===== config.mk =====
export PLATFORM = sky130hd
export DESIGN_NAME = rom_sys_top
export DESIGN_NICKNAME = d
export VERILOG_FILES = /design/src/rom_pkg.sv /design/src/dwnld_remap.sv /design/src/header_regs.sv /design/src/rom_slot_arb.sv /design/src/rom_sys_top.sv
export SDC_FILE = /design/constraint.sdc
export NUM_CORES = 1
export LEC_CHECK = 0
export ABC_CLOCK_PERIOD_IN_PS = 4000
export BUFFER_PORTS_ARGS = -buffer_cell sky130_fd_sc_hd__clkbuf_2
export CELL_PAD_IN_SITES_DETAIL_PLACEMENT = 0
export CELL_PAD_IN_SITES_GLOBAL_PLACEMENT = 1
export CORE_MARGIN = 5
export CORE_UTILIZATION = 41
export CTS_BUF_LIST = sky130_fd_sc_hd__clkbuf_16
export DETAILED_ROUTE_END_ITERATION = 10
export GPL_ROUTABILITY_DRIVEN = 0
export PLACE_DENSITY_LB_ADDON = 0.15
export SLEW_MARGIN = 20
export SYNTH_ARGS = -nofsm -noshare
export SYNTH_HDL_FRONTEND = slang
export SYNTH_HIERARCHICAL = 1
export SYNTH_SLANG_ARGS = --single-unit

===== constraint.sdc =====
create_clock -name clk -period 4 [get_ports clk]
set_input_delay 0.4 -clock clk [delete_from_list [all_inputs] [get_ports clk]]
set_output_delay 0.4 -clock clk [all_outputs]
set_load 0.02 [all_outputs]

===== src/rom_pkg.sv =====
`default_nettype none

package rom_pkg;

    // Bus widths
    localparam int ioctl_aw = 25;  // Loader byte address
    localparam int sdram_aw = 22;  // SDRAM word address

    // Word address width seen by each fetch client
    localparam int main_aw = 14;
    localparam int char_aw = 13;
    localparam int scr_aw  = 11;

    // Bytes at the start of the download that never reach SDRAM
    localparam logic [ioctl_aw-1:0] header_len = 25'd2;

    // Region map, byte addresses after the header is stripped
    localparam logic [ioctl_aw-1:0] main_start = 25'h000_0000;
    localparam logic [ioctl_aw-1:0] char_start = 25'h000_8000;
    localparam logic [ioctl_aw-1:0] map2_start = 25'h000_c000;
    localparam logic [ioctl_aw-1:0] scr2_start = 25'h000_d000;
    localparam logic [ioctl_aw-1:0] obj_start  = 25'h000_e000;
    localparam logic [ioctl_aw-1:0] prom_start = 25'h000_f000;

    // Word offsets added by the fetch arbiter
    localparam logic [sdram_aw-1:0] main_offset = sdram_aw'(main_start >> 1);
    localparam logic [sdram_aw-1:0] char_offset = sdram_aw'(char_start >> 1);
    localparam logic [sdram_aw-1:0] scr_offset  = sdram_aw'(map2_start >> 1); // Scroll map data

    localparam int prom_count = 12;  // One write strobe per PROM

    // Fetch slots, lowest index wins
    localparam int slot_count = 3;

    localparam logic [1:0] slot_main = 2'd0;
    localparam logic [1:0] slot_char = 2'd1;
    localparam logic [1:0] slot_scr  = 2'd2;

    // Fetch arbiter states
    typedef enum logic [1:0] {
        arb_idle      = 2'd0,
        arb_wait_ack  = 2'd1,  // Request up, waiting for SDRAM
        arb_wait_data = 2'd2   // Ack seen, waiting for the word
    } arb_state_t;

endpackage

`default_nettype wire


===== src/dwnld_remap.sv =====
`timescale 1ns/10ps
`default_nettype none

module dwnld_remap
    import rom_pkg::*;
(
    input  wire                   clk,
    input  wire                   arst_n,
    input  wire                   downloading,
    input  wire  [ioctl_aw-1:0]   ioctl_addr,
    input  wire  [7:0]            ioctl_dout,
    input  wire                   ioctl_wr,
    input  wire                   swab,
    output logic [sdram_aw-1:0]   prog_addr,
    output logic [7:0]            prog_data,
    output logic [1:0]            prog_mask,  // Active low
    output logic                  prog_we,
    output logic [prom_count-1:0] prom_we
);

    logic                  accept;
    logic [ioctl_aw-1:0]   raw_addr;   // Header stripped
    logic                  in_map2;
    logic                  in_scr2;
    logic                  in_obj;
    logic                  in_prom;
    logic [ioctl_aw-1:0]   byte_addr;  // After byte level reorder
    logic [sdram_aw-1:0]   word_raw;
    logic [sdram_aw-1:0]   word_addr;  // After word level reorder
    logic                  lane;
    logic [prom_count-1:0] prom_hit;

    assign accept   = downloading && ioctl_wr && (ioctl_addr >= header_len);
    assign raw_addr = ioctl_addr - header_len;

    // Region decode on the stripped address
    assign in_map2 = (raw_addr >= map2_start) && (raw_addr < scr2_start);
    assign in_scr2 = (raw_addr >= scr2_start) && (raw_addr < obj_start);
    assign in_obj  = (raw_addr >= obj_start)  && (raw_addr < prom_start);
    assign in_prom = raw_addr >= prom_start;

    // Byte reorder so that tile rows land in consecutive words
    always_comb begin
        if (in_map2) begin
            byte_addr = {raw_addr[24:7], raw_addr[5:0], raw_addr[6]};
        end else if (in_scr2) begin
            byte_addr = {raw_addr[24:8], raw_addr[5:1], raw_addr[7:6], raw_addr[0]};
        end else begin
            byte_addr = raw_addr;
        end
    end

    assign word_raw = byte_addr[sdram_aw:1];

    // Sprite words are reordered after halving
    always_comb begin
        if (in_obj) begin
            word_addr = {word_raw[21:6], word_raw[4:1], word_raw[5], word_raw[0]};
        end else begin
            word_addr = word_raw;
        end
    end

    assign lane = byte_addr[0] ^ swab;

    // PROM select from word address bits 11:8
    always_comb begin
        prom_hit = '0;
        if (in_prom) begin
            for (int i = 0; i < prom_count; i++) begin
                if (word_addr[11:8] == 4'(i)) begin
                    prom_hit[i] = 1'b1;
                end
            end
        end
    end

    // Strobes
    always_ff @(posedge clk or negedge arst_n) begin
        if (!arst_n) begin
            prog_we <= 1'b0;
            prom_we <= '0;
        end else begin
            prog_we <= accept;
            prom_we <= accept ? prom_hit : '0;
        end
    end

    // Write payload, valid with prog_we
    always_ff @(posedge clk) begin
        if (accept) begin
            prog_addr <= word_addr;
            prog_data <= ioctl_dout;
            prog_mask <= lane ? 2'b01 : 2'b10;  // Lane 0 writes the low byte
        end
    end

endmodule

`default_nettype wire


===== src/header_regs.sv =====
`timescale 1ns/10ps
`default_nettype none

module header_regs
    import rom_pkg::*;
(
    input  wire                 clk,
    input  wire                 arst_n,
    input  wire                 downloading,
    input  wire  [ioctl_aw-1:0] ioctl_addr,
    input  wire  [7:0]          ioctl_dout,
    input  wire                 ioctl_wr,
    output logic                swab,      // Byte order of the ROM image
    output logic [7:0]          game_cfg
);

    logic hdr_wr;
    logic hdr_byte;  // Which header byte is on the bus

    // Header bytes sit at the very start of the stream
    assign hdr_wr   = downloading && ioctl_wr && (ioctl_addr < header_len);
    assign hdr_byte = ioctl_addr[0];

    always_ff @(posedge clk or negedge arst_n) begin
        if (!arst_n) begin
            swab     <= 1'b0;
            game_cfg <= 8'd0;
        end else if (hdr_wr) begin
            if (hdr_byte) begin
                game_cfg <= ioctl_dout;  // Byte 1
            end else begin
                swab <= ioctl_dout[0];   // Byte 0, only bit 0 matters
            end
        end
    end

    // The values stay put until the next download's header rewrites them

endmodule

`default_nettype wire


===== src/rom_slot_arb.sv =====
`timescale 1ns/10ps
`default_nettype none

module rom_slot_arb
    import rom_pkg::*;
(
    input  wire                 clk,
    input  wire                 arst_n,
    input  wire                 downloading,
    // Main CPU slot
    input  wire                 main_cs,
    input  wire  [main_aw-1:0]  main_addr,
    output logic                main_ok,
    output logic [15:0]         main_dout,
    // Char slot
    input  wire                 char_cs,
    input  wire  [char_aw-1:0]  char_addr,
    output logic                char_ok,
    output logic [15:0]         char_dout,
    // Scroll slot
    input  wire                 scr_cs,
    input  wire  [scr_aw-1:0]   scr_addr,
    output logic                scr_ok,
    output logic [15:0]         scr_dout,
    // SDRAM read port
    output logic                sdram_req,
    output logic [sdram_aw-1:0] sdram_addr,
    input  wire                 sdram_ack,
    input  wire                 data_rdy,
    input  wire  [15:0]         data_read
);

    arb_state_t state;

    logic [slot_count-1:0] valid;
    logic [1:0]            cur_slot;  // Slot being fetched
    logic [main_aw-1:0]    main_tag;
    logic [char_aw-1:0]    char_tag;
    logic [scr_aw-1:0]     scr_tag;
    logic                  main_hit;
    logic                  char_hit;
    logic                  scr_hit;
    logic                  launch;
    logic [1:0]            pick;

    assign main_hit = valid[slot_main] && (main_tag == main_addr);
    assign char_hit = valid[slot_char] && (char_tag == char_addr);
    assign scr_hit  = valid[slot_scr]  && (scr_tag == scr_addr);

    assign main_ok = main_cs && main_hit;
    assign char_ok = char_cs && char_hit;
    assign scr_ok  = scr_cs  && scr_hit;

    // Fixed priority among the slots that miss
    always_comb begin
        launch = 1'b0;
        pick   = slot_main;
        if (state == arb_idle && !downloading) begin
            if (main_cs && !main_hit) begin
                launch = 1'b1;
                pick   = slot_main;
            end else if (char_cs && !char_hit) begin
                launch = 1'b1;
                pick   = slot_char;
            end else if (scr_cs && !scr_hit) begin
                launch = 1'b1;
                pick   = slot_scr;
            end
        end
    end

    always_ff @(posedge clk or negedge arst_n) begin
        if (!arst_n) begin
            state     <= arb_idle;
            sdram_req <= 1'b0;
            cur_slot  <= slot_main;
            valid     <= '0;
        end else begin
            case (state)
                arb_idle: begin
                    if (launch) begin
                        cur_slot    <= pick;
                        valid[pick] <= 1'b0;  // Tag is rewritten below
                        sdram_req   <= 1'b1;
                        state       <= arb_wait_ack;
                    end
                end
                arb_wait_ack: begin
                    if (sdram_ack) begin
                        sdram_req <= 1'b0;
                        state     <= arb_wait_data;
                    end
                end
                arb_wait_data: begin
                    if (data_rdy) begin
                        valid[cur_slot] <= 1'b1;
                        state           <= arb_idle;
                    end
                end
                default: state <= arb_idle;
            endcase
            // A new download makes every cached word stale
            if (downloading) begin
                valid <= '0;
            end
        end
    end

    // Tags, SDRAM address and cached words
    always_ff @(posedge clk) begin
        if (launch) begin
            case (pick)
                slot_main: begin
                    main_tag   <= main_addr;
                    sdram_addr <= main_offset + sdram_aw'(main_addr);
                end
                slot_char: begin
                    char_tag   <= char_addr;
                    sdram_addr <= char_offset + sdram_aw'(char_addr);
                end
                slot_scr: begin
                    scr_tag    <= scr_addr;
                    sdram_addr <= scr_offset + sdram_aw'(scr_addr);
                end
                default: ;
            endcase
        end
        if (state == arb_wait_data && data_rdy) begin
            case (cur_slot)
                slot_main: main_dout <= data_read;
                slot_char: char_dout <= data_read;
                slot_scr:  scr_dout  <= data_read;
                default: ;
            endcase
        end
    end

endmodule

`default_nettype wire


===== src/rom_sys_top.sv =====
`timescale 1ns/10ps
`default_nettype none

module rom_sys_top
    import rom_pkg::*;
(
    input  wire                   clk,
    input  wire                   arst_n,
    // Loader
    input  wire                   downloading,
    input  wire  [ioctl_aw-1:0]   ioctl_addr,
    input  wire  [7:0]            ioctl_dout,
    input  wire                   ioctl_wr,
    // SDRAM write side
    output logic [sdram_aw-1:0]   prog_addr,
    output logic [7:0]            prog_data,
    output logic [1:0]            prog_mask,
    output logic                  prog_we,
    output logic [prom_count-1:0] prom_we,
    output logic [7:0]            game_cfg,
    // Fetch clients
    input  wire                   main_cs,
    input  wire  [main_aw-1:0]    main_addr,
    output logic                  main_ok,
    output logic [15:0]           main_dout,
    input  wire                   char_cs,
    input  wire  [char_aw-1:0]    char_addr,
    output logic                  char_ok,
    output logic [15:0]           char_dout,
    input  wire                   scr_cs,
    input  wire  [scr_aw-1:0]     scr_addr,
    output logic                  scr_ok,
    output logic [15:0]           scr_dout,
    // SDRAM read side
    output logic                  sdram_req,
    output logic [sdram_aw-1:0]   sdram_addr,
    input  wire                   sdram_ack,
    input  wire                   data_rdy,
    input  wire  [15:0]           data_read
);

    wire swab;  // From header byte 0

    header_regs i_header_regs (
        .clk         ( clk         ),
        .arst_n      ( arst_n      ),
        .downloading ( downloading ),
        .ioctl_addr  ( ioctl_addr  ),
        .ioctl_dout  ( ioctl_dout  ),
        .ioctl_wr    ( ioctl_wr    ),
        .swab        ( swab        ),
        .game_cfg    ( game_cfg    )
    );

    dwnld_remap i_dwnld_remap (
        .clk         ( clk         ),
        .arst_n      ( arst_n      ),
        .downloading ( downloading ),
        .ioctl_addr  ( ioctl_addr  ),
        .ioctl_dout  ( ioctl_dout  ),
        .ioctl_wr    ( ioctl_wr    ),
        .swab        ( swab        ),
        .prog_addr   ( prog_addr   ),
        .prog_data   ( prog_data   ),
        .prog_mask   ( prog_mask   ),  // Active low
        .prog_we     ( prog_we     ),
        .prom_we     ( prom_we     )
    );

    rom_slot_arb i_rom_slot_arb (
        .clk         ( clk         ),
        .arst_n      ( arst_n      ),
        .downloading ( downloading ),
        .main_cs     ( main_cs     ),
        .main_addr   ( main_addr   ),
        .main_ok     ( main_ok     ),
        .main_dout   ( main_dout   ),
        .char_cs     ( char_cs     ),
        .char_addr   ( char_addr   ),
        .char_ok     ( char_ok     ),
        .char_dout   ( char_dout   ),
        .scr_cs      ( scr_cs      ),  // Reads the scroll map region
        .scr_addr    ( scr_addr    ),
        .scr_ok      ( scr_ok      ),
        .scr_dout    ( scr_dout    ),
        .sdram_req   ( sdram_req   ),
        .sdram_addr  ( sdram_addr  ),
        .sdram_ack   ( sdram_ack   ),
        .data_rdy    ( data_rdy    ),
        .data_read   ( data_read   )
    );

endmodule

`default_nettype wire

==> summary.txt, run 1 <==
Yosys
  • Top cells by count, synth: edfxtp_1, xnor2_1, nor2_1, dfrtp_1, nand2_1
  • Post-synth top area share: 0.563
  • Average instance area after synthesis: 13.7 um^2
  • Area of the mapped netlist: 7090 um^2
  • Number of flip-flops and latches in the synthesized netlist: 163
  • Top cells by area in the synthesized netlist: edfxtp_1, dfrtp_1, xnor2_1
  • Count of different cell masters after synthesis: 56
  • Most frequent cell after synthesis: edfxtp_1
  • Number of enable flip-flop cells after synthesis: 133
  • Yosys Warn Count: 6
  • Most common flop cell mapped by yosys: edfxtp_1
  • Share of flip-flops with an asynchronous set or reset after synthesis: 0.184
  • Mapped Cells: 516
  • Synth area leader: edfxtp_1
  • Part of the Yosys area used for sequential elements: 0.669

Final layout
  • Final core occ: 0.527
  • Share of layout cells above drive strength 1: 0.370
  • Area growth syn-to-layout: 27.3%
  • Post-route cell area: 9030 um^2
  • Post-layout instance count excluding filler cells: 981
  • Number of antenna repair diodes: 0
  • Final Net Count: 845

Timing
  • Count of final max-slew check failures: 0
  • Min setup slack post-route: 0.714 ns
  • Highest attainable clock frequency: 304 MHz
  • Setup repair after global routing missed its margin: no
  • Final setup fails: 0
  • Number of hold-slack violations in the final timing report: 0
  • Slew at the pin closest to its max-slew limit: 0.899 ns
  • Worst relative slew slack: 0.400
  • Setup total negative slack: 0 ns
  • Period utilization: 0.821
  • Worst clock skew on the final layout: 0.00764 ns
  • Worst hold slack: 0.0442 ns
  • Min cycle time layout: 3.29 ns

Setup path
  • Arrival time at the worst endpoint: 3.43 ns
  • Logic depth of the worst setup path including buffers: 8
  • Crit Path Max Fanout: 10
  • Setup slack, reg-to-reg: 0.93 ns
  • Crit path kind: input pin to register
  • Cell mode on critical path: or4_1
  • Required time worst endpoint: 4.14 ns
  • Critical-path cell list: clkbuf_2 > or4_1 > or4_1 > or3_4 > a211oi_2 > nand4_1 > a2111oi_0 > a221oi_1
  • Worst path buffer plus inverter count: 1
  • Longest individual stage delay on the worst path: 0.64 ns
  • Category of cells accounting for the largest share of critical-path delay: simple AND/OR/NAND/NOR gates
  • Critical-path cell with the highest stage delay: or4_1
  • Worst-case reg-to-reg path depth: 8
  • RR Endpoint: i_rom_slot_arb/sdram_addr[13]
  • Reg2reg start: i_rom_slot_arb/main_tag[13]
  • Type of origin of the critical path: input pin
  • Critical path endpoint category: register

Route
  • Post-route DRC violation count: 0
  • Number of optimization iterations in the first detailed-route pass: 5
  • DRT iter0 DRCs: 251
  • Vias per Instance: 5.22
  • Average wire per cell in the routed design: 18.6 um
  • Routed wire length: 18300 um
  • Number of nets still failing antenna checks after routing: 0
  • Routed via count: 5122

CTS
  • Number of buffers on the longest clock path: 2
  • Root Driver: clkbuf_16
  • Total number of H-tree levels: 4
  • Clock transition at the registers of the reported paths: 0.07 ns
  • Cts bufs inserted: 17
  • Setup repair bufs after CTS: 0
  • Clock latency on the worst-skew pair: 0.43 ns
  • Number of gates resized after CTS: 0
  • TritonCTS clock tree: built
  • Clock sink total: 163
  • Hold-fix buffers, CTS: 0

Global routing
  • Overflow left after global routing: 0
  • Global Route Usage Sum: 0.183
  • Vias in the first global route: 5251
  • Global-route wire length before repair: 28500 um
  • Antenna violations before repair: 0
  • Maximum number of pins on one net before global-route repair: 31

Power and ir drop
  • Total power draw: 4.32 mW
  • Leakage power: 3.59 nW
  • Maximum resistive drop on vdd: 0.000345 V
  • Logic gate share of total power: 0.150
  • Switching power: 1.25 mW
  • Switching power share of the total: 0.288
  • Flop pwr share: 0.484
  • Proportion of power drawn by the clock network: 0.366
  • PwrDens: 479 nW/um^2
  • Internal Power: 3.08 mW

Placed design
  • Placement Setup Slack: 0.383 ns
  • Number of cells after detailed placement: 949
  • Count of buffers from port buffering: 215
  • Placed Area: 8440 um^2
  • Post-detail-place hpwl: 14100 um

Die
  • Core area: 17100 um^2
  • Total number of placement rows: 48
  • Full die area: 20000 um^2
  • Top-level I/O count: 223
  • Die Y: 142 um
  • Die outline width: 142 um
  • Effective utilization at floorplan: 0.414

Hold path
  • Path category of the worst min-delay check: input pin to async pin

Outcome
  • Outcome: finished, final reports clean

Flow run
  • Count of max-cap constraint violations: 0
-- area by class of cell --
cell class,count,area (um^2)
Clock buffer,17,425
Clock inverter,15,164
Fill cell,1529,8090
Inverter,17,63.8
Multi-Input combinational cell,323,2230
Sequential cell,163,4740
Tap cell,225,282
Timing Repair Buffer,221,1120
-- flip-flops by register name, indices dropped and copies added (netlist names) --
name / count
i_dwnld_remap/prog_addr: 22
i_rom_slot_arb/char_dout: 16
i_rom_slot_arb/main_dout: 16
i_rom_slot_arb/scr_dout: 16
i_rom_slot_arb/sdram_addr: 15
i_rom_slot_arb/main_tag: 14
i_rom_slot_arb/char_tag: 13
i_dwnld_remap/prom_we: 12
i_rom_slot_arb/scr_tag: 11
i_dwnld_remap/prog_data: 8
i_header_regs/game_cfg: 8
i_rom_slot_arb/valid: 3
i_dwnld_remap/prog_mask: 2
i_rom_slot_arb/cur_slot: 2
i_rom_slot_arb/state: 2
i_dwnld_remap/prog_we: 1
i_header_regs/swab: 1
i_rom_slot_arb/sdram_req: 1
-- kinds of logic (layout without fill, tap and decap cells) --
family / count (synthesis) / in the layout / share of synthesized area
muxes: 11 / 11 / 0.0175
xor gates and xnor gates: 58 / 58 / 0.0716
AOI/OAI and AO/OA: 77 / 77 / 0.0751
buffers and inverters: 36 / 270 / 0.0236
other: 1 / 7 / 0.000529
adders and majority gates: 6 / 6 / 0.0106
DFF: 163 / 163 / 0.669
and+or+nand+nor: 164 / 164 / 0.132
-- how the worst max path moves through the flow --
stage,start,to,slack (ns)
after floorplan,ioctl_addr[1],i_dwnld_remap/prom_we[7],0.31
after global placement,ioctl_addr[7],i_dwnld_remap/prog_addr[3],0.49
after detailed placement,ioctl_addr[5],i_dwnld_remap/prog_addr[3],0.38
after CTS,ioctl_addr[7],i_dwnld_remap/prog_addr[3],0.82
after global routing,ioctl_addr[1],i_dwnld_remap/prog_addr[3],0.54
final,ioctl_addr[7],i_dwnld_remap/prog_addr[3],0.71
-- power groups by stage --
stage	Clock, mW	Sequential [mW]	Combinational (mW)
finish	1.58	2.09	0.649
global route	1.70	2.11	0.707
CTS	1.62	2.09	0.659
detailed placement	0	2.13	0.657
global placement	0	2.12	0.647
floorplan	0	2.22	0.287
-- metal layers --
metal | GRT usage | up-vias | wire [um]
met5 | 0 | - | 0
met4 | 0.0712 | 0 | 437
met3 | 0.0570 | 26 | 1400
met2 | 0.304 | 199 | 9020
met1 | 0.223 | 2513 | 7400
li1 | - | 2384 | -
-- cell usage in the layout (no fill, tap or decap), types with 14 or more instances in the layout --
| cell type | count |
|---|---|
| a21oi_1 | 16 |
| a22oi_1 | 14 |
| clkbuf_16 | 17 |
| clkbuf_2 | 215 |
| dfrtp_1 | 30 |
| edfxtp_1 | 133 |
| inv_1 | 17 |
| nand2_1 | 21 |
| nand4_1 | 15 |
| nor2_1 | 40 |
| o21ai_0 | 17 |
| xnor2_1 | 49 |
Note: power is estimated with default switching activity, not from simulation.
==> inputs of run 2 (changes only) <==
Settings changed: ABC_AREA from default to 1, ABC_CLOCK_PERIOD_IN_PS 4000 to 3400, CORE_UTILIZATION 41 to 39.
Clock period 4 ns to 3.4 ns, I/O delays scaled along.
==> run 2 against run 1 <==
Effect of this change: global-route usage down 0.43 points; setup slack better by 0.031 ns; clock skew up 0.0027 ns; critical path depth up 1; largest cell class unchanged; clock power up 24%; final cell count up 39%; worst hold slack better by 0.069 ns; total power up 21%; wire length up 14%; synthesized area up 12%.
==> summary.txt, run 2 <==
Yosys
  • Mapped Cells: 843 (+63%)
  • Number of enable flip-flop cells after synthesis: 133 (unchanged)
  • Part of the Yosys area used for sequential elements: 0.598 (-0.0704)
  • Average instance area after synthesis: 9.40 um^2 (-32%)
  • Share of flip-flops with an asynchronous set or reset after synthesis: 0.184 (unchanged)
  • Most frequent cell after synthesis: nand2_1
  • Post-synth top area share: 0.504 (-0.0593)
  • Top cells by count, synth: nand2_1, edfxtp_1, inv_1, nor2_1, nand3_1
  • Yosys Warn Count: 6 (unchanged)
  • Area of the mapped netlist: 7930 um^2 (+12%)
  • Number of flip-flops and latches in the synthesized netlist: 163 (unchanged)
  • Most common flop cell mapped by yosys: edfxtp_1
  • Top cells by area in the synthesized netlist: edfxtp_1, nand2_1, dfrtp_1
  • Synth area leader: edfxtp_1
  • Count of different cell masters after synthesis: 44 (-21%)

Setup path
  • Crit Path Max Fanout: 10 (unchanged)
  • Type of origin of the critical path: register
  • Arrival time at the worst endpoint: 2.79 ns (-0.64 ns)
  • Crit path kind: register to register
  • Critical path endpoint category: register
  • Required time worst endpoint: 3.53 ns (-0.61 ns)

Power and ir drop
  • Switching power: 1.49 mW (+19%)
  • Total power draw: 5.22 mW (+21%)
  • Maximum resistive drop on vdd: 0.000301 V (-13%)
  • Flop pwr share: 0.468 (-0.016)
  • Leakage power: 4.77 nW (+33%)
  • PwrDens: 524 nW/um^2 (+9.4%)
  • Logic gate share of total power: 0.157 (+0.007)
  • Switching power share of the total: 0.285 (-0.00333)
  • Proportion of power drawn by the clock network: 0.375 (+0.009)
  • Internal Power: 3.73 mW (+21%)

Placed design
  • Post-detail-place hpwl: 16500 um (+17%)
  • Count of buffers from port buffering: 215 (unchanged)
  • Number of cells after detailed placement: 1330 (+40%)

CTS
  • Total number of H-tree levels: 4 (unchanged)
  • Clock sink total: 163 (unchanged)
  • Clock transition at the registers of the reported paths: 0.07 ns (about the same)
  • TritonCTS clock tree: built
  • Number of buffers on the longest clock path: 2 (unchanged)
  • Number of gates resized after CTS: 0 (unchanged)
  • Clock latency on the worst-skew pair: 0.42 ns (about the same)
  • Cts bufs inserted: 17 (unchanged)
  • Root Driver: clkbuf_16

Timing
  • Worst clock skew on the final layout: 0.0103 ns (+0.00266 ns)
  • Number of hold-slack violations in the final timing report: 0 (unchanged)
  • Slew at the pin closest to its max-slew limit: 0.754 ns (-0.145 ns)
  • Highest attainable clock frequency: 377 MHz
  • Min cycle time layout: 2.66 ns
  • Count of final max-slew check failures: 0 (unchanged)
  • Setup repair after global routing missed its margin: no
  • Setup total negative slack: 0 ns (unchanged)
  • Worst hold slack: 0.113 ns (+0.0690 ns)
  • Worst relative slew slack: 0.497 (+0.0968)
  • Final setup fails: 0 (unchanged)
  • Period utilization: 0.781

Global routing
  • Maximum number of pins on one net before global-route repair: 31 (unchanged)
  • Vias in the first global route: 6248 (+19%)
  • Global Route Usage Sum: 0.179 (-0.00429)
  • Antenna violations before repair: 0 (unchanged)
  • Overflow left after global routing: 0 (unchanged)
  • Global-route wire length before repair: 33100 um (+16%)

Route
  • Average wire per cell in the routed design: 15.2 um (-18%)
  • Number of optimization iterations in the first detailed-route pass: 5 (unchanged)
  • Vias per Instance: 4.61 (-12%)
  • Routed via count: 6290 (+23%)
  • DRT iter0 DRCs: 402 (+60%)
  • Routed wire length: 20700 um (+14%)
  • Post-route DRC violation count: 0 (unchanged)
  • Number of nets still failing antenna checks after routing: 0 (unchanged)

Final layout
  • Post-layout instance count excluding filler cells: 1363 (+39%)
  • Area growth syn-to-layout: 25.8%
  • Number of antenna repair diodes: 0 (unchanged)
  • Final Net Count: 1182 (+40%)
  • Most frequent cells in the layout: nand2_1, clkbuf_2, edfxtp_1
  • Share of layout cells above drive strength 1: 0.286 (-0.0840)
  • Register bank with the most flops: i_dwnld_remap/prog_addr
  • Most frequent standard cell in the layout excluding fill and tap cells: nand2_1
  • Number of flip-flops under the largest register name: 22 (unchanged)

Outcome
  • Outcome: finished, final reports clean

Die
  • Top-level I/O count: 223 (unchanged)
  • Full die area: 23300 um^2 (+16%)
  • Core area: 20100 um^2 (+17%)
  • Die outline width: 153 um (+7.8%)
  • Effective utilization at floorplan: 0.394 (-0.0201)
  • Die Y: 153 um (+7.8%)
  • Total number of placement rows: 52 (+8.3%)

Hold path
  • Path category of the worst min-delay check: input pin to register

Flow run
  • Count of max-cap constraint violations: 0 (unchanged)
==> run 2: changes by cell type after synthesis, sizes merged, moves of 14 or more <==
cell / change
a22oi: -14
inv: +111
nand2: +239
nand3: +47
nor2: +91
xnor2: -43
==> run 2: cell families (layout without fill, tap and decap cells) <==
group | Yosys count | in the layout | share of synthesized area
AO/OA/AOI/OAI | 34 | 34 | 0.0303
XOR/XNOR | 10 | 10 | 0.0120
adder cells (fa/ha/maj) | 6 | 6 | 0.00947
buffers and inverters | 143 | 387 | 0.0728
flip-flops | 163 | 163 | 0.598
other | 1 | 7 | 0.000473
AND/OR/NAND/NOR | 486 | 486 | 0.277
==> run 2: path summary, 6_finish.rpt <==
path	slack (ns)	start	depth (start not counted)	endpoint
worst min register to register	0.48	i_header_regs/game_cfg[1]	2	i_header_regs/game_cfg[1]
worst max-delay path	0.74	i_rom_slot_arb/char_tag[7]	9	i_rom_slot_arb/sdram_addr[1]
min in group asynchronous	0.52	arst_n	2	i_dwnld_remap/prog_we
worst max register to register	0.74	i_rom_slot_arb/char_tag[7]	9	i_rom_slot_arb/sdram_addr[1]
worst min-delay path	0.11	ioctl_dout[3]	1	i_dwnld_remap/prog_data[3]
max in group asynchronous	2.39	arst_n	2	i_rom_slot_arb/valid[1]
==> run 2: critical path, cell delays in order, from the launching register on <==
cell and delay [ns]:
edfxtp_1 0.38, or2_2 0.30, o211ai_1 0.10, nor2_1 0.11, nand2_2 0.12, nand4_1 0.22, ha_1 0.54, clkinv_1 0.32
nand2_1 0.15, o221ai_1 0.12
==> run 2: power by group through the flow <==
stage,registers [mW],logic (mW),clock network [mW]
4_1_cts,2.45,0.830,2.01
2_1_floorplan,2.60,0.373,0
3_3_place_gp,2.49,0.826,0
5_1_grt,2.46,0.911,2.11
6_report,2.45,0.819,1.96
3_5_place_dp,2.49,0.827,0
==> run 2: layout make-up <==
cell class                      instances  area [um^2]
Fill cell                            1943        10100
Sequential cell                       163         4740
Multi-Input combinational cell        543         2630
Timing Repair Buffer                  224         1150
Inverter                              131          497
Clock buffer                           17          425
Tap cell                              270          338
Clock inverter                         15          186
==> run 2: layer usage <==
metal	GRT usage	part of all wire	vias to the layer above	routed length, um
li1	-	-	3216	-
met1	0.217	0.42	2888	8760
met2	0.320	0.51	169	10700
met3	0.0381	0.047	17	966
met4	0.0509	0.016	0	336
met5	0	0	-	0
==> run 2: stage by stage <==
step / utilization / area (um^2) / setup slack (ns)
after global placement: 0.465 / 9350 / 0.609
after global routing: 0.496 / 9970 / 0.382
after floorplan: - / 7950 / 0.994
after detailed placement: 0.465 / 9350 / 0.650
after CTS: 0.496 / 9970 / 0.700
final: 0.496 / 9970 / 0.745
==> run 2: timing repair <==
item,in CTS,in global routing
buffers inserted,0,0
endpoints found under the hold margin,23,0
hold buffers,1,0
==> inputs of run 3 (changes only) <==
Settings changed: ABC_AREA 1 to 0, ABC_CLOCK_PERIOD_IN_PS 3400 to 2550, CORE_UTILIZATION 39 to 41.
Clock period 3.4 ns to 2.55 ns, I/O delays scaled along.
==> run 3 against run 2 <==
Effect of this change: the run now ends with setup timing left; count of clock-buffer cells in the layout increased by 3; flip-flop and latch count is the same; sequential share of layout area shrank 1.7 points; total power grew 38%; final cell count is 19% lower; design area increased by 3.6%; via count shrank 12%; utilization rose by 11 points; setup slack worse by 0.83 ns.
==> summary.txt, run 3 (synthesis results as in run 1) <==
Timing
  • Period utilization: 1.03 (+0.253)
  • Slew at the pin closest to its max-slew limit: 0.752 ns (-0.00182 ns)
  • Number of hold-slack violations in the final timing report: 0 (unchanged)
  • Worst hold slack: 0.0194 ns (-0.0938 ns)
  • Min setup slack post-route: -0.0867 ns (-0.832 ns)
  • Worst relative slew slack: 0.498 (+0.00122)
  • Setup total negative slack: -0.914 ns (-0.914 ns)
  • Highest attainable clock frequency: 379 MHz (+0.70%)
  • Setup repair after global routing missed its margin: yes
  • Worst clock skew on the final layout: 0.0111 ns (+0.000788 ns)
  • Final setup fails: 15 (+15)
  • Count of final max-slew check failures: 0 (unchanged)
  • Min cycle time layout: 2.64 ns (-0.0185 ns)

Final layout
  • Number of flip-flops under the largest register name: 22 (unchanged)
  • Fillers: 1406 (-28%)
  • Register bank with the most flops: i_dwnld_remap/prog_addr
  • Share of layout cells above drive strength 1: 0.505 (+0.219)
  • Most frequent cells in the layout: clkbuf_2, edfxtp_1, buf_4
  • Post-layout instance count excluding filler cells: 1106 (-19%)
  • Post-route cell area: 10300 um^2 (+3.6%)
  • Area growth syn-to-layout: 45.7%
  • Number of antenna repair diodes: 0 (unchanged)
  • Final Net Count: 970 (-18%)
  • Most frequent standard cell in the layout excluding fill and tap cells: clkbuf_2

CTS
  • Clock sink total: 163 (unchanged)
  • Total number of H-tree levels: 4 (unchanged)
  • TritonCTS clock tree: built
  • Root Driver: clkbuf_16
  • Number of buffers on the longest clock path: 2 (unchanged)
  • Cts bufs inserted: 17 (unchanged)
  • Clock transition at the registers of the reported paths: 0.07 ns (about the same)
  • Clock latency on the worst-skew pair: 0.42 ns (about the same)

Route
  • DRT iter0 DRCs: 259 (-36%)
  • Post-route DRC violation count: 0 (unchanged)
  • Number of nets still failing antenna checks after routing: 0 (unchanged)
  • Routed via count: 5552 (-12%)
  • Vias per Instance: 5.02 (+8.8%)
  • Number of optimization iterations in the first detailed-route pass: 5 (unchanged)
  • Routed wire length: 19700 um (-4.7%)
  • Average wire per cell in the routed design: 17.9 um (+17%)

Die
  • Core area: 17100 um^2 (-15%)
  • Die Y: 142 um (-7.2%)
  • Die outline width: 142 um (-7.2%)
  • Top-level I/O count: 223 (unchanged)
  • Full die area: 20000 um^2 (-14%)
  • Total number of placement rows: 48 (-7.7%)
  • Effective utilization at floorplan: 0.414 (+0.0201)

Setup path
  • Arrival time at the worst endpoint: 2.81 ns (+0.02 ns)
  • Required time worst endpoint: 2.72 ns (-0.81 ns)
  • Type of origin of the critical path: register
  • Longest individual stage delay on the worst path: 0.40 ns (-0.14 ns)
  • Critical-path cell list: xnor2_1 > nand4_1 > nor4_4 > buf_4 > o22ai_4 > or2_4 > buf_4 > ha_4 > buf_12 > nand3_1 > o21ai_1
  • Crit path kind: register to register
  • Critical path endpoint category: register
  • Critical-path cell with the highest stage delay: nor4_4
  • Crit Path Max Fanout: 27 (+17)
  • Cell mode on critical path: buf_4

Power and ir drop
  • PwrDens: 699 nW/um^2 (+33%)
  • Leakage power: 4.29 nW (-10%)
  • Maximum resistive drop on vdd: 0.000530 V (+76%)

Placed design
  • Placed Area: 9410 um^2 (+0.70%)
  • Count of buffers from port buffering: 215 (unchanged)
  • Number of cells after detailed placement: 1065 (-20%)
  • Post-detail-place hpwl: 15100 um (-9.0%)

Outcome
  • Outcome: finished with violations
  • Violations in the final reports: setup timing

Global routing
  • Global Route Usage Sum: 0.194 (+0.0151)
  • Vias in the first global route: 5833 (-6.6%)
  • Overflow left after global routing: 0 (unchanged)
  • Maximum number of pins on one net before global-route repair: 31 (unchanged)
  • Antenna violations before repair: 0 (unchanged)
  • Global-route wire length before repair: 30500 um (-7.8%)

Hold path
  • Path category of the worst min-delay check: input pin to register

Flow run
  • Count of max-cap constraint violations: 0 (unchanged)
[run 3: stage by stage]
step,util,power (mW),setup WS [ns]
finish,0.604,7.22,-0.0867
detailed placement,0.550,4.58,-0.611
CTS,0.593,7.23,-0.0556
floorplan,-,3.96,-0.339
global route,0.604,7.53,-0.212
global placement,0.550,4.56,-0.465
[run 3: power breakdown]
part | leakage, nW | switching, mW | total, mW | internal (mW)
logic | 2.35 | 0.789 | 1.36 | 0.570
registers | 1.63 | 0.0943 | 3.27 | 3.17
clock network | 0.309 | 1.13 | 2.59 | 1.46
[run 3: cell type report]
type                    count  area, um^2  area share
clock inverters            12         109      0.0105
multi-input cells         324        2490       0.241
clock buffers              20         500      0.0484
inverters                  17        63.8     0.00618
repair buffers            345        2140       0.207
well taps                 225         282      0.0272
flip-flops and latches    163        4740       0.459
[run 3: worst paths after layout]
kind	from	to	slack (ns)	cells past startpoint
max	i_rom_slot_arb/main_tag[8]	i_rom_slot_arb/sdram_addr[12]	-0.09	11
min in group asynchronous	arst_n	i_header_regs/game_cfg[4]	0.43	2
max reg2reg	i_rom_slot_arb/main_tag[8]	i_rom_slot_arb/sdram_addr[12]	-0.09	11
max in group asynchronous	arst_n	i_rom_slot_arb/valid[0]	1.63	2
min reg2reg	i_rom_slot_arb/sdram_req	i_rom_slot_arb/sdram_req	0.49	1
min	ioctl_dout[2]	i_dwnld_remap/prog_data[2]	0.02	1
[run 3: layer usage]
layer / wire length, um / share of wire / up-vias / track usage
li1: - / - / 2636 / -
met1: 8020 / 0.41 / 2687 / 0.241
met2: 10000 / 0.51 / 202 / 0.334
met3: 1300 / 0.066 / 27 / 0.0458
met4: 383 / 0.019 / 0 / 0.0611
met5: 0 / 0 / - / 0
[run 3: worst max-delay path: cells and delay by family (launching register included)]
| kind | cells | cell delay [ns] |
|---|---|---|
| xor+xnor | 1 | 0.16 |
| fa+ha+maj | 1 | 0.25 |
| simple gates | 4 | 0.92 |
| buf+inv | 3 | 0.50 |
| compound gates | 2 | 0.16 |
| flops | 1 | 0.38 |
[run 3: repair_timing]
item | CTS | global route
gates resized for setup | 25 | 32
endpoints found under the hold margin | 30 | 0
cloned | 0 | 2
endpoints found under the setup margin | 49 | 69
buffers inserted | 2 | 4
pin swaps | 10 | 14
hold buffers | 1 | 0
